File: config.mk
export PLATFORM = sky130hd
export DESIGN_NAME = ex_top
export DESIGN_NICKNAME = d
export VERILOG_FILES = /design/src/ex_pkg.sv /design/src/ex_top.sv /design/src/ex_ctrl.sv /design/src/ex_hilo.sv /design/src/ex_mul.sv /design/src/ex_arith.sv /design/src/ex_logic_shift.sv
export VERILOG_INCLUDE_DIRS = /design/src
export SDC_FILE = /design/constraint.sdc
export NUM_CORES = 2
export LEC_CHECK = 0
export ABC_AREA = 1
export BUFFER_PORTS_ARGS = -buffer_cell sky130_fd_sc_hd__clkbuf_2
export CAP_MARGIN = 30
export CELL_PAD_IN_SITES_DETAIL_PLACEMENT = 1
export CELL_PAD_IN_SITES_GLOBAL_PLACEMENT = 1
export CORE_MARGIN = 2
export CORE_UTILIZATION = 49
export CTS_CLUSTER_DIAMETER = 50
export DETAILED_ROUTE_END_ITERATION = 8
export GPL_TIMING_DRIVEN = 1
export PLACE_DENSITY = 0.84
export SYNTH_ARGS = -nofsm -noshare
export SYNTH_HDL_FRONTEND = slang
export SYNTH_SLANG_ARGS = --single-unit
File: constraint.sdc
create_clock -name clk -period 13.47 [get_ports clk]
set_input_delay 2.694 -clock clk [delete_from_list [all_inputs] [get_ports clk]]
set_output_delay 2.694 -clock clk [all_outputs]
set_load 0.02 [all_outputs]
File: src/ex_defines.svh
`ifndef EX_DEFINES_SVH
`define EX_DEFINES_SVH

// *************************************************************************
// datapath widths of the execute unit.
// *************************************************************************

// one general purpose register word.
`define EX_WORD_W 32

// full product and the hi/lo pair.
`define EX_DWORD_W 64

// destination register index.
`define EX_REG_ADDR_W 5

// shift amount taken from the low bits of reg1.
`define EX_SHAMT_W 5

`endif
File: src/ex_pkg.sv
`include "ex_defines.svh"

package ex_pkg;

	// basic data types.
	typedef logic [`EX_WORD_W-1:0] word_t;
	typedef logic [`EX_DWORD_W-1:0] dword_t;
	typedef logic [`EX_REG_ADDR_W-1:0] reg_addr_t;

	// opcodes after decode.
	// immediate forms are folded into these.
	typedef enum logic [4:0] {
		OP_NOP, OP_OR, OP_AND, OP_NOR, OP_XOR,
		OP_SLL, OP_SRL, OP_SRA,
		OP_ADD, OP_ADDU, OP_SUB, OP_SUBU,
		OP_SLT, OP_SLTU, OP_CLZ, OP_CLO,
		OP_MUL, OP_MULT, OP_MULTU,
		OP_MADD, OP_MADDU, OP_MSUB, OP_MSUBU,
		OP_MFHI, OP_MFLO, OP_MTHI, OP_MTLO
	} ex_op_e;

	// result group for the wdata mux.
	typedef enum logic [2:0] {
		GRP_NONE, GRP_LOGIC, GRP_SHIFT, GRP_ARITH, GRP_MUL, GRP_MOVE
	} ex_grp_e;

	// control fsm states.
	typedef enum logic [1:0] {
		ST_IDLE, ST_EXEC, ST_ACC, ST_DONE
	} ex_state_e;

	// request from the decode side.
	typedef struct packed {
		ex_op_e    op;
		word_t     reg1;
		word_t     reg2;
		reg_addr_t wd;
		logic      wreg;
	} ex_req_t;

	// response towards the next stage.
	typedef struct packed {
		word_t     wdata;
		reg_addr_t wd;
		logic      wreg;
		logic      ov;
	} ex_rsp_t;

	// hi word first.
	typedef struct packed {
		word_t hi;
		word_t lo;
	} hilo_t;

endpackage

File: src/ex_top.sv
`timescale 1ns/1ps

module ex_top import ex_pkg::*;
(
	input  logic    clk,
	input  logic    rst_n_i,
	input  logic    req_i,
	input  ex_req_t req_data_i,
	output logic    ack_o,
	output ex_rsp_t rsp_o
);

	// operands from control.
	ex_op_e op;
	word_t  reg1;
	word_t  reg2;

	// datapath results.
	word_t  logic_shift_res;
	word_t  arith_res;
	logic   ov;
	dword_t product;

	// hi/lo state and write port.
	hilo_t  hilo_q;
	hilo_t  hilo_d;
	logic   hilo_we;

	// *************************************************************************
	// control and sequencing.
	// *************************************************************************

	ex_ctrl u_ctrl (
		.clk               (clk),
		.rst_n_i           (rst_n_i),
		.req_i             (req_i),
		.req_data_i        (req_data_i),
		.ack_o             (ack_o),
		.rsp_o             (rsp_o),
		.op_o              (op),
		.reg1_o            (reg1),
		.reg2_o            (reg2),
		.logic_shift_res_i (logic_shift_res),
		.arith_res_i       (arith_res),
		.ov_i              (ov),
		.product_i         (product),
		.hilo_i            (hilo_q),
		.hilo_we_o         (hilo_we),
		.hilo_o            (hilo_d)
	);

	// *************************************************************************
	// datapath, all zero latency.
	// *************************************************************************

	ex_logic_shift u_logic_shift (
		.op_i   (op),
		.reg1_i (reg1),
		.reg2_i (reg2),
		.res_o  (logic_shift_res)
	);

	ex_arith u_arith (
		.op_i   (op),
		.reg1_i (reg1),
		.reg2_i (reg2),
		.res_o  (arith_res),
		.ov_o   (ov)
	);

	ex_mul u_mul (
		.op_i      (op),
		.reg1_i    (reg1),
		.reg2_i    (reg2),
		.product_o (product)
	);

	// hi/lo updates one edge after the enable.
	ex_hilo u_hilo (
		.clk     (clk),
		.rst_n_i (rst_n_i),
		.we_i    (hilo_we),
		.hilo_i  (hilo_d),
		.hilo_o  (hilo_q)
	);

endmodule

File: src/ex_ctrl.sv
`timescale 1ns/1ps
`include "ex_defines.svh"

module ex_ctrl import ex_pkg::*;
(
	input  logic    clk,
	input  logic    rst_n_i,
	input  logic    req_i,
	input  ex_req_t req_data_i,
	output logic    ack_o,
	output ex_rsp_t rsp_o,
	output ex_op_e  op_o,
	output word_t   reg1_o,
	output word_t   reg2_o,
	input  word_t   logic_shift_res_i,
	input  word_t   arith_res_i,
	input  logic    ov_i,
	input  dword_t  product_i,
	input  hilo_t   hilo_i,
	output logic    hilo_we_o,
	output hilo_t   hilo_o
);

	ex_state_e state_q;
	ex_state_e state_d;
	ex_req_t   req_q;
	ex_rsp_t   rsp_q;
	ex_rsp_t   rsp_d;
	dword_t    acc_q;
	logic      ack_q;
	logic      is_macc;
	logic      is_msub;
	logic      enter_done;

	// map an opcode to its result group.
	function automatic ex_grp_e grp_of(input ex_op_e op);
		case (op)
			OP_OR, OP_AND, OP_NOR, OP_XOR: return GRP_LOGIC;
			OP_SLL, OP_SRL, OP_SRA: return GRP_SHIFT;
			OP_ADD, OP_ADDU, OP_SUB, OP_SUBU: return GRP_ARITH;
			OP_SLT, OP_SLTU, OP_CLZ, OP_CLO: return GRP_ARITH;
			OP_MUL: return GRP_MUL;
			OP_MFHI, OP_MFLO: return GRP_MOVE;
			default: return GRP_NONE;
		endcase
	endfunction

	// captured operands feed the datapath directly.
	assign op_o   = req_q.op;
	assign reg1_o = req_q.reg1;
	assign reg2_o = req_q.reg2;
	assign ack_o  = ack_q;
	assign rsp_o  = rsp_q;

	// multiply-accumulate needs a second cycle.
	assign is_macc = req_q.op inside {OP_MADD, OP_MADDU, OP_MSUB, OP_MSUBU};
	assign is_msub = req_q.op inside {OP_MSUB, OP_MSUBU};
	assign enter_done = ((state_q == ST_EXEC) && !is_macc) || (state_q == ST_ACC);

	// *************************************************************************
	// handshake fsm.
	// *************************************************************************

	always_comb
	begin
		state_d = state_q;
		case (state_q)
			ST_IDLE:
			begin
				if (req_i)
					state_d = ST_EXEC;
			end
			ST_EXEC:
			begin
				state_d = is_macc ? ST_ACC : ST_DONE;
			end
			ST_ACC:
			begin
				state_d = ST_DONE;
			end
			default:
			begin
				// wait for the requester to let go.
				if (!req_i)
					state_d = ST_IDLE;
			end
		endcase
	end

	always_ff @(posedge clk or negedge rst_n_i)
	begin
		if (!rst_n_i)
		begin
			state_q <= ST_IDLE;
			ack_q   <= 1'b0;
			rsp_q   <= '0;
		end
		else
		begin
			state_q <= state_d;
			if (enter_done)
			begin
				ack_q <= 1'b1;
				rsp_q <= rsp_d;
			end
			else if ((state_q == ST_DONE) && !req_i)
				ack_q <= 1'b0;
		end
	end

	// request capture and accumulate temporary.
	always_ff @(posedge clk)
	begin
		if ((state_q == ST_IDLE) && req_i)
			req_q <= req_data_i;
		// msub variants accumulate the negated product.
		if (state_q == ST_EXEC)
			acc_q <= is_msub ? -product_i : product_i;
	end

	// *************************************************************************
	// response and hi/lo write data.
	// *************************************************************************

	always_comb
	begin
		rsp_d.wd   = req_q.wd;
		rsp_d.wreg = req_q.wreg;
		rsp_d.ov   = 1'b0;
		// signed overflow suppresses the write.
		if ((req_q.op inside {OP_ADD, OP_SUB}) && ov_i)
		begin
			rsp_d.wreg = 1'b0;
			rsp_d.ov   = 1'b1;
		end
		case (grp_of(req_q.op))
			GRP_LOGIC, GRP_SHIFT: rsp_d.wdata = logic_shift_res_i;
			GRP_ARITH: rsp_d.wdata = arith_res_i;
			GRP_MUL: rsp_d.wdata = product_i[`EX_WORD_W-1:0];
			GRP_MOVE: rsp_d.wdata = (req_q.op == OP_MFHI) ? hilo_i.hi : hilo_i.lo;
			default: rsp_d.wdata = '0;
		endcase
	end

	always_comb
	begin
		hilo_we_o = 1'b0;
		hilo_o    = hilo_i;
		if (state_q == ST_ACC)
		begin
			hilo_we_o = 1'b1;
			hilo_o    = hilo_t'(dword_t'(hilo_i) + acc_q);
		end
		else if (state_q == ST_EXEC)
		begin
			case (req_q.op)
				OP_MULT, OP_MULTU:
				begin
					hilo_we_o = 1'b1;
					hilo_o    = hilo_t'(product_i);
				end
				// only the named half changes.
				OP_MTHI:
				begin
					hilo_we_o = 1'b1;
					hilo_o.hi = req_q.reg1;
				end
				OP_MTLO:
				begin
					hilo_we_o = 1'b1;
					hilo_o.lo = req_q.reg1;
				end
				default: hilo_we_o = 1'b0;
			endcase
		end
	end

	// ack only answers a request that was held.
	assert property (@(posedge clk) disable iff (!rst_n_i)
		$rose(ack_o) |-> $past(req_i));

	// hi/lo commits on the edge into done, together with ack.
	assert property (@(posedge clk) disable iff (!rst_n_i)
		hilo_we_o |=> (state_q == ST_DONE) && ack_o);

endmodule

File: src/ex_hilo.sv
`timescale 1ns/1ps

module ex_hilo import ex_pkg::*;
(
	input  logic  clk,
	input  logic  rst_n_i,
	input  logic  we_i,
	input  hilo_t hilo_i,
	output hilo_t hilo_o
);

	// hi/lo pair, both words load together.
	always_ff @(posedge clk or negedge rst_n_i)
	begin
		if (!rst_n_i)
			hilo_o <= '0;
		else if (we_i)
			hilo_o <= hilo_i;
	end

	// write data from the control side must be fully known.
	assert property (@(posedge clk) disable iff (!rst_n_i)
		we_i |-> !$isunknown(hilo_i));

endmodule

File: src/ex_mul.sv
`timescale 1ns/1ps

module ex_mul import ex_pkg::*;
(
	input  ex_op_e op_i,
	input  word_t  reg1_i,
	input  word_t  reg2_i,
	output dword_t product_o
);

	logic   signed_op;
	word_t  mag1;
	word_t  mag2;
	dword_t prod_u;

	// signed forms multiply magnitudes.
	assign signed_op = op_i inside {OP_MUL, OP_MULT, OP_MADD, OP_MSUB};
	assign mag1 = (signed_op && reg1_i[$high(reg1_i)]) ? (~reg1_i + 1'b1) : reg1_i;
	assign mag2 = (signed_op && reg2_i[$high(reg2_i)]) ? (~reg2_i + 1'b1) : reg2_i;

	// full 64 bit unsigned product.
	assign prod_u = dword_t'(mag1) * dword_t'(mag2);

	// fix the sign when the operands disagree.
	assign product_o = (signed_op && (reg1_i[$high(reg1_i)] ^ reg2_i[$high(reg2_i)]))
		? (~prod_u + 1'b1) : prod_u;

endmodule

File: src/ex_arith.sv
`timescale 1ns/1ps
`include "ex_defines.svh"

module ex_arith import ex_pkg::*;
(
	input  ex_op_e op_i,
	input  word_t  reg1_i,
	input  word_t  reg2_i,
	output word_t  res_o,
	output logic   ov_o
);

	logic  sub_op;
	word_t reg2_mux;
	word_t sum;
	logic  lt_signed;
	logic  lt_unsigned;

	// leading zero count, 32 for an all-zero word.
	function automatic word_t lead_zeros(input word_t v);
		word_t n;
		n = word_t'(`EX_WORD_W);
		// lowest to highest, the top set bit wins.
		for (int i = 0; i < `EX_WORD_W; i++)
		begin
			if (v[i])
				n = word_t'(`EX_WORD_W - 1 - i);
		end
		return n;
	endfunction

	// subtract and signed compare use the negated reg2.
	assign sub_op   = op_i inside {OP_SUB, OP_SUBU, OP_SLT};
	assign reg2_mux = sub_op ? (~reg2_i + 1'b1) : reg2_i;

	// one shared adder.
	assign sum = reg1_i + reg2_mux;

	// same operand signs but a flipped result sign.
	assign ov_o = (reg1_i[`EX_WORD_W-1] == reg2_mux[`EX_WORD_W-1])
		&& (sum[`EX_WORD_W-1] != reg1_i[`EX_WORD_W-1]);

	// negative vs positive, or equal signs and a negative difference.
	assign lt_signed = (reg1_i[`EX_WORD_W-1] && !reg2_i[`EX_WORD_W-1])
		|| ((reg1_i[`EX_WORD_W-1] == reg2_i[`EX_WORD_W-1]) && sum[`EX_WORD_W-1]);
	assign lt_unsigned = reg1_i < reg2_i;

	always_comb
	begin
		case (op_i)
			OP_ADD, OP_ADDU, OP_SUB, OP_SUBU: res_o = sum;
			OP_SLT: res_o = word_t'(lt_signed);
			OP_SLTU: res_o = word_t'(lt_unsigned);
			OP_CLZ: res_o = lead_zeros(reg1_i);
			// leading ones are leading zeros of the inverse.
			OP_CLO: res_o = lead_zeros(~reg1_i);
			default: res_o = '0;
		endcase
	end

endmodule

File: src/ex_logic_shift.sv
`timescale 1ns/1ps
`include "ex_defines.svh"

module ex_logic_shift import ex_pkg::*;
(
	input  ex_op_e op_i,
	input  word_t  reg1_i,
	input  word_t  reg2_i,
	output word_t  res_o
);

	logic [`EX_SHAMT_W-1:0] shamt;

	// shift amount from the low bits of reg1.
	assign shamt = reg1_i[`EX_SHAMT_W-1:0];

	always_comb
	begin
		case (op_i)
			// bitwise logic.
			OP_OR: res_o = reg1_i | reg2_i;
			OP_AND: res_o = reg1_i & reg2_i;
			OP_NOR: res_o = ~(reg1_i | reg2_i);
			OP_XOR: res_o = reg1_i ^ reg2_i;
			// shifts act on reg2.
			OP_SLL: res_o = reg2_i << shamt;
			OP_SRL: res_o = reg2_i >> shamt;
			// sign bit fills from the top.
			OP_SRA: res_o = word_t'($signed(reg2_i) >>> shamt);
			default: res_o = '0;
		endcase
	end

endmodule

Word level (Yosys, flattened, before mapping)
Memories as Yosys holds them, arrays and structs flattened. A register that Yosys moved wholly into a read port is not among the register bits.
Index checks and enable logic that the tools add are counted.
W data, S select, Z words.

cells by class
  add/sub/neg operators = 6
  $mul = 1
  $lt $le $gt $ge = 1
  equal/unequal tests = 38
  shift-type cells = 3
  multiplexer cells = 88
  bitwise gates (word level) = 8
  reductions and logical operators = 32

operators by type and width
  cell                     count
  $mux W6                  64
  $mux W64                 4
  $pmux W32 S7             1
  $pmux W32 S5             1
  $mux W32                 4
  $pmux W32 S2             2
  $pmux W32 S4             1
  $not A32 Y32             3
  $add A32 B1 Y32 const B  2
  $add A64 B1 Y64 const B  1
  $add A64 B64 Y64         1
  $mul A32 B32 Y64         1
  $neg A64 Y64             1
  $not A64 Y64             1
  $eq A5 B5 Y1 const B     10
  $eq A5 B4 Y1 const B     8
  $add A32 B32 Y32         1
  $and A32 B32 Y32         1
  $lt A32 B32 Y1           1
  $or A32 B32 Y32          1
  $shl A32 B5 Y32          1
  $shr A32 B5 Y32          1
  $sshr A32 B5 Y32         1
  $xor A32 B32 Y32         1
  28 further kinds         64

storage, ports and cells
  register bits after elaboration = 245
  bits in read-only memories = 96
  bits of input ports = 78
  output and inout bits = 40
  logic and storage cells = 192
  memories = 1

memories
  name             depth  width  read ports  clocked after memory_dff  wr ports  RTL line       source
  (no name shown)  32     3      1           1                         0         ex_ctrl.sv:37  case (op)

Longest topological paths before layout
  depth in word-level cells = 35
  mapped depth = 68
  gate-level depth less buffers = 67

Cells and area by module
A second synthesis with hierarchy kept.

second synthesis, totals
  cell total of the unflattened synthesis = 10165
  area, all modules = 68251.7 sq um

by module, submodules not included
  module          times used  cells an instance  area each (sq um)  sequential area each (sq um)
  ex_mul          1           5311               38538.2            0.0
  ex_ctrl         1           2752               17688.2            5285.1
  ex_logic_shift  1           1111               5610.4             0.0
  ex_arith        1           721                3968.8             0.0
  ex_hilo         1           270                2446.1             1601.5

Worst setup path after synthesis
Ideal clock, no wire load.

  kind = flip-flop to flip-flop
  from = reg u_ctrl.req_q, in the netlist u_ctrl.reg1_o[0]
  to = reg u_ctrl.acc_q[58], data pin
  library setup time = 0.257 ns
  data arrival time = 10.770 ns
  data required time = 13.213 ns
  setup slack = 2.444 ns
  stages on the path, launching flop included = 54
  path buffers = 5
  period minus slack after synthesis = 11.026 ns
  path through = edfxtp_1 inv_1 clkbuf_1 clkbuf_1 buf_1 clkbuf_1 ha_1 inv_1 nor3_1 nand2_1 nor2_1 inv_1 nor2_1 inv_1 o21ai_0 xor2_1 clkbuf_1 nor2_1 [18 not listed] nor4_1 nand2_1 nand3_2 xnor2_1 nand3_1 nor2_2 inv_2 nor2_2 nand3_1 nand2_2 xor2_2 nand2_1 nor2_1 nand4_2 nand2_2 o21ai_1 nand2_1 nand2_1

between the ends
  word-level cells in the longest chain between the ends = 9

ends and longest elaborated chain
  what                    RTL line        source
  start, declared         ex_ctrl.sv:26   ex_req_t req_q;
  start signal, assigned  ex_ctrl.sv:115  req_q <= req_data_i;
  $not A32 Y32            ex_mul.sv:18    assign mag1 = (signed_op && reg1_i[$high(reg1_i)]) ? (~reg1_i + 1'b1) : reg1_i;
  $add A32 B1 Y32         ex_mul.sv:18
  $mux W32 (*)            ex_mul.sv:18
  $mul A32 B32 Y64 (*)    ex_mul.sv:22    assign prod_u = dword_t'(mag1) * dword_t'(mag2);
  $not A64 Y64            ex_mul.sv:26    ? (~prod_u + 1'b1) : prod_u;
  $add A64 B1 Y64         ex_mul.sv:26
  $mux W64 (*)            ex_mul.sv:26
  $neg A64 Y64            ex_ctrl.sv:118  acc_q <= is_msub ? -product_i : product_i;
  $mux W64 (*)            ex_ctrl.sv:118
  end signal, assigned    ex_ctrl.sv:118
  end, declared           ex_ctrl.sv:29   dword_t acc_q;

Every way passes the cells marked *; elsewhere a longest branch is shown, timed or not.
A chain may end at the register's enable or synchronous reset.

Worst setup path in the final report
Ends and elaborated chain as after synthesis.

==> impl_results.md <==
* Fmax at a little under 80 MHz
* Crit. path cell count at 50
* Register Area at roughly 7000 um2
* Filler Cell Count at approximately 16000
* Vias in the first global route at a little over 70000
* Slowest CP cell: fa_1
* Yosys top cell by area: fa_1
* Final worst path period need at about 13 ns
* Cells after DPL at approximately 10000
* Most numerous cell in the Yosys netlist: nand2_1
* Initial antenna violation count at 17
* Nets at 10200
* Clock latency on the worst-skew pair at about 0.6 ns
* PortBufs at 117
* Setup violations, final at 0
* Total CTS buffers at 35
* Synth Area in Adders at 38.1%
* EDFF count, synth at 139
* Wire length per cell at roughly 30 um
* Mux cell area share after synthesis at less than 1%
* Post-Synthesis Cells at 8776
* Arr. time, crit path at approximately 13 ns
* Reg2Reg Depth at 50
* Cell depth of the worst min-delay path at 2
* DR vias/cell at between 6 and 7
* Hold Crit Endpoint: u_ctrl.rsp_o[3]$_DFFE_PN0P_
* Clock Path Buffers at 3
* Register clock-pin slew on the reported worst setup and hold paths at ~0.070 ns
* FFs w/ async S/R, synth at a little over two fifths
* Routed Antenna Nets at 0
* Relative slew slack at between 20% and 30%
* Drt first pass iters at 8
* Post-synthesis simple-gate area fraction at 23.9%
* Vias at roughly 65000
* Row count at 131
* I/O pins at ~120
* Worst Setup End Kind: register
* Avg Cell Area, Syn at 7.12 um2
* Largest fanout on the critical path at 20
* H-Tree Depth at 2
* Post-synth top cells: 1946 x nand2_1, 1613 x inv_1, 1172 x nor2_1
* Synth cell types at 72
* Synth area leaders: fa_1 29%, nand2_1 12%, inv_1 9.7%
* Min-Delay Path Class: register to register
* Reg-to-Reg Start: u_ctrl.reg1_o[0]$_DFFE_PP_
* Synth Area in Compound Gates at between 10% and 20%
* Hold Crit Start: u_ctrl.req_q[2]$_DFFE_PP_
* Ys Warns at 0
* Hold_buf cts at 0
* Area of the multi-input gates at 48300 um2
* Worst Clk Skew at just over 0.04 ns
* XOR/XNOR share of the synthesized area at under 10%
* Initial Utilization at between 40% and 50%
* GRT Residual Overflow at 0
* Final period util at between 90% and 100%
* First-pass GRT wire length at 467000 um
* DRT iter0 DRCs at 7027
* Largest net degree at the start of global routing at 80
* Worst stage delay on the critical path at roughly 0.76 ns
* WL final at 320000 um
* Netlist Area Pre-Place at 62500 um2
* Worst r2r dst: u_ctrl.acc_q[58]$_DFFE_PP_
* Clk sink count at approximately 250
* CTS tree: built
* Layout Cells excl Fill at 10500
* # DRC at 0
* FF+latch count, synth at roughly 250
* Unrepaired setup endpoints after global routing: no
* FF-to-FF setup slack at 0.48 ns
* Pins Over Slew Limit at 0
* Dominant synthesized flop cell: edfxtp_1
* Die X-Extent at approximately 360 um
* Sequential element share of the synthesized area at roughly 11%
* CP most frequent cell: nand2_1
* Core area at 127000 um2
* GRT Resource Usage Total at 49.0%
* Status: finished, final reports clean
* Buf+Inv Stages, Crit Path at 7
* Fin. Hold Viols at 0
* Worst Tran Pin Value at 1.10 ns
* Share of cells above drive strength 1 at just over 7%
* Setup TNS at 0 ns
* Largest family of logic cells by synthesized area: adder cells
* Crit Path Class: register to register
* Yosys top cell area share at between 20% and 30%
* Post-DP HPWL at between 200000 and 300000 um
* Placer Congestion at around 1.1
* Clk root buf: clkbuf_16
* Die height at 361 um
* Largest delay share family, worst path: simple AND/OR/NAND/NOR gates
* Startpoint Class: register
* Area Overhead vs Synth at 7.20%
* Number of max-cap violations at 0
* Die area at between 100000 and 150000 um2
* Crit path required time at 13.82 ns
* Post-Syn Nets at around 10000
area by class of cell:
| cell class | instances | area share [%] |
|---|---|---|
| Tap cell | 1662 | 3.10 |
| Clock buffer | 41 | 1.40 |
| Clock inverter | 22 | 0.310 |
| Sequential cell | 248 | 10.3 |
| Multi-Input combinational cell | 6507 | 72.0 |
| Antenna cell | 7 | 0.0261 |
| Timing Repair Buffer | 336 | 3.48 |
| Inverter | 1668 | 9.39 |
stage by stage:
stage / util (%) / setup WS [ns] / cell area, um2 / hold slack (ns)
4_1_cts: 52.6 / 0.359 / 66800 / 0.480
2_1_floorplan: - / 2.44 / 62500 / 0.426
3_3_place_gp: 51.6 / 0.956 / 65600 / 0.431
5_1_grt: 52.7 / 0.0126 / 67000 / 0.506
6_report: 52.8 / 0.481 / 67000 / 0.475
3_5_place_dp: 51.7 / 0.463 / 65700 / 0.448
routing by layer:
metal | vias to the layer above | part of all wire [%] | track usage [%]
met5 | - | 0.046 | 0
met4 | 22 | 11 | 42.3
met3 | 1576 | 11 | 14.0
met2 | 4067 | 43 | 75.3
met1 | 32400 | 35 | 56.3
li1 | 27400 | - | -
worst max-delay path by stage:
stage | to | slack [ns] | startpoint
detailed placement | u_ctrl.acc_q[61]$_DFFE_PP_ | 0.46 | u_ctrl.reg1_o[0]$_DFFE_PP_
global placement | u_ctrl.acc_q[63]$_DFFE_PP_ | 0.96 | u_ctrl.reg1_o[1]$_DFFE_PP_
global route | u_ctrl.acc_q[58]$_DFFE_PP_ | 0.01 | u_ctrl.reg1_o[0]$_DFFE_PP_
floorplan | u_ctrl.acc_q[58]$_DFFE_PP_ | 2.44 | u_ctrl.reg1_o[0]$_DFFE_PP_
finish | u_ctrl.acc_q[58]$_DFFE_PP_ | 0.48 | u_ctrl.reg1_o[0]$_DFFE_PP_
CTS | u_ctrl.acc_q[61]$_DFFE_PP_ | 0.36 | u_ctrl.reg1_o[0]$_DFFE_PP_
tightest hold or removal path, cell delays in order, from the launching register on:
cell and delay (ns):
edfxtp_1 0.33, nand2_1 0.06, nand2_1 0.06
flip-flops by register name, summed over array words and instances (netlist names), named ones only:
| register | cells |
|---|---|
| u_ctrl.acc_q | 64 |
| u_hilo.hilo_o | 64 |
| u_ctrl.rsp_o | 39 |
| u_ctrl.reg1_o | 32 |
| u_ctrl.reg2_o | 32 |
| u_ctrl.req_q | 6 |
| u_ctrl.op_o | 5 |
| u_ctrl.state_q | 2 |
| u_ctrl.ack_o | 1 |
logic make-up after synthesis:
group           after synthesis
flops                       248
xor+xnor                    157
fa+ha+maj                  1367
buf+inv                    2021
compound gates             1313
simple gates               3656
mux                          14
what timing repair did:
action	CTS	global route
setup buffers	0	9
resized for setup	0	26
endpoints found under the hold margin	0	0
endpoints found under the setup margin	0	54
layout by cell type, fill, tap and decap left out, types with 89 or more instances in the layout:
cell type	instances
buf_4	212
xor2_1	99
o21ai_0	451
nand3_1	233
dfrtp_1	106
nor2_1	1160
inv_1	1602
clkbuf_2	116
edfxtp_1	139
ha_1	468
fa_1	896
a21oi_1	401
nand2_1	1946
o211ai_1	89
a31oi_1	98
Power is left out: the tool's default activity adds up to more than one toggle a clock period on the data nets, which glitch-free logic cannot reach.
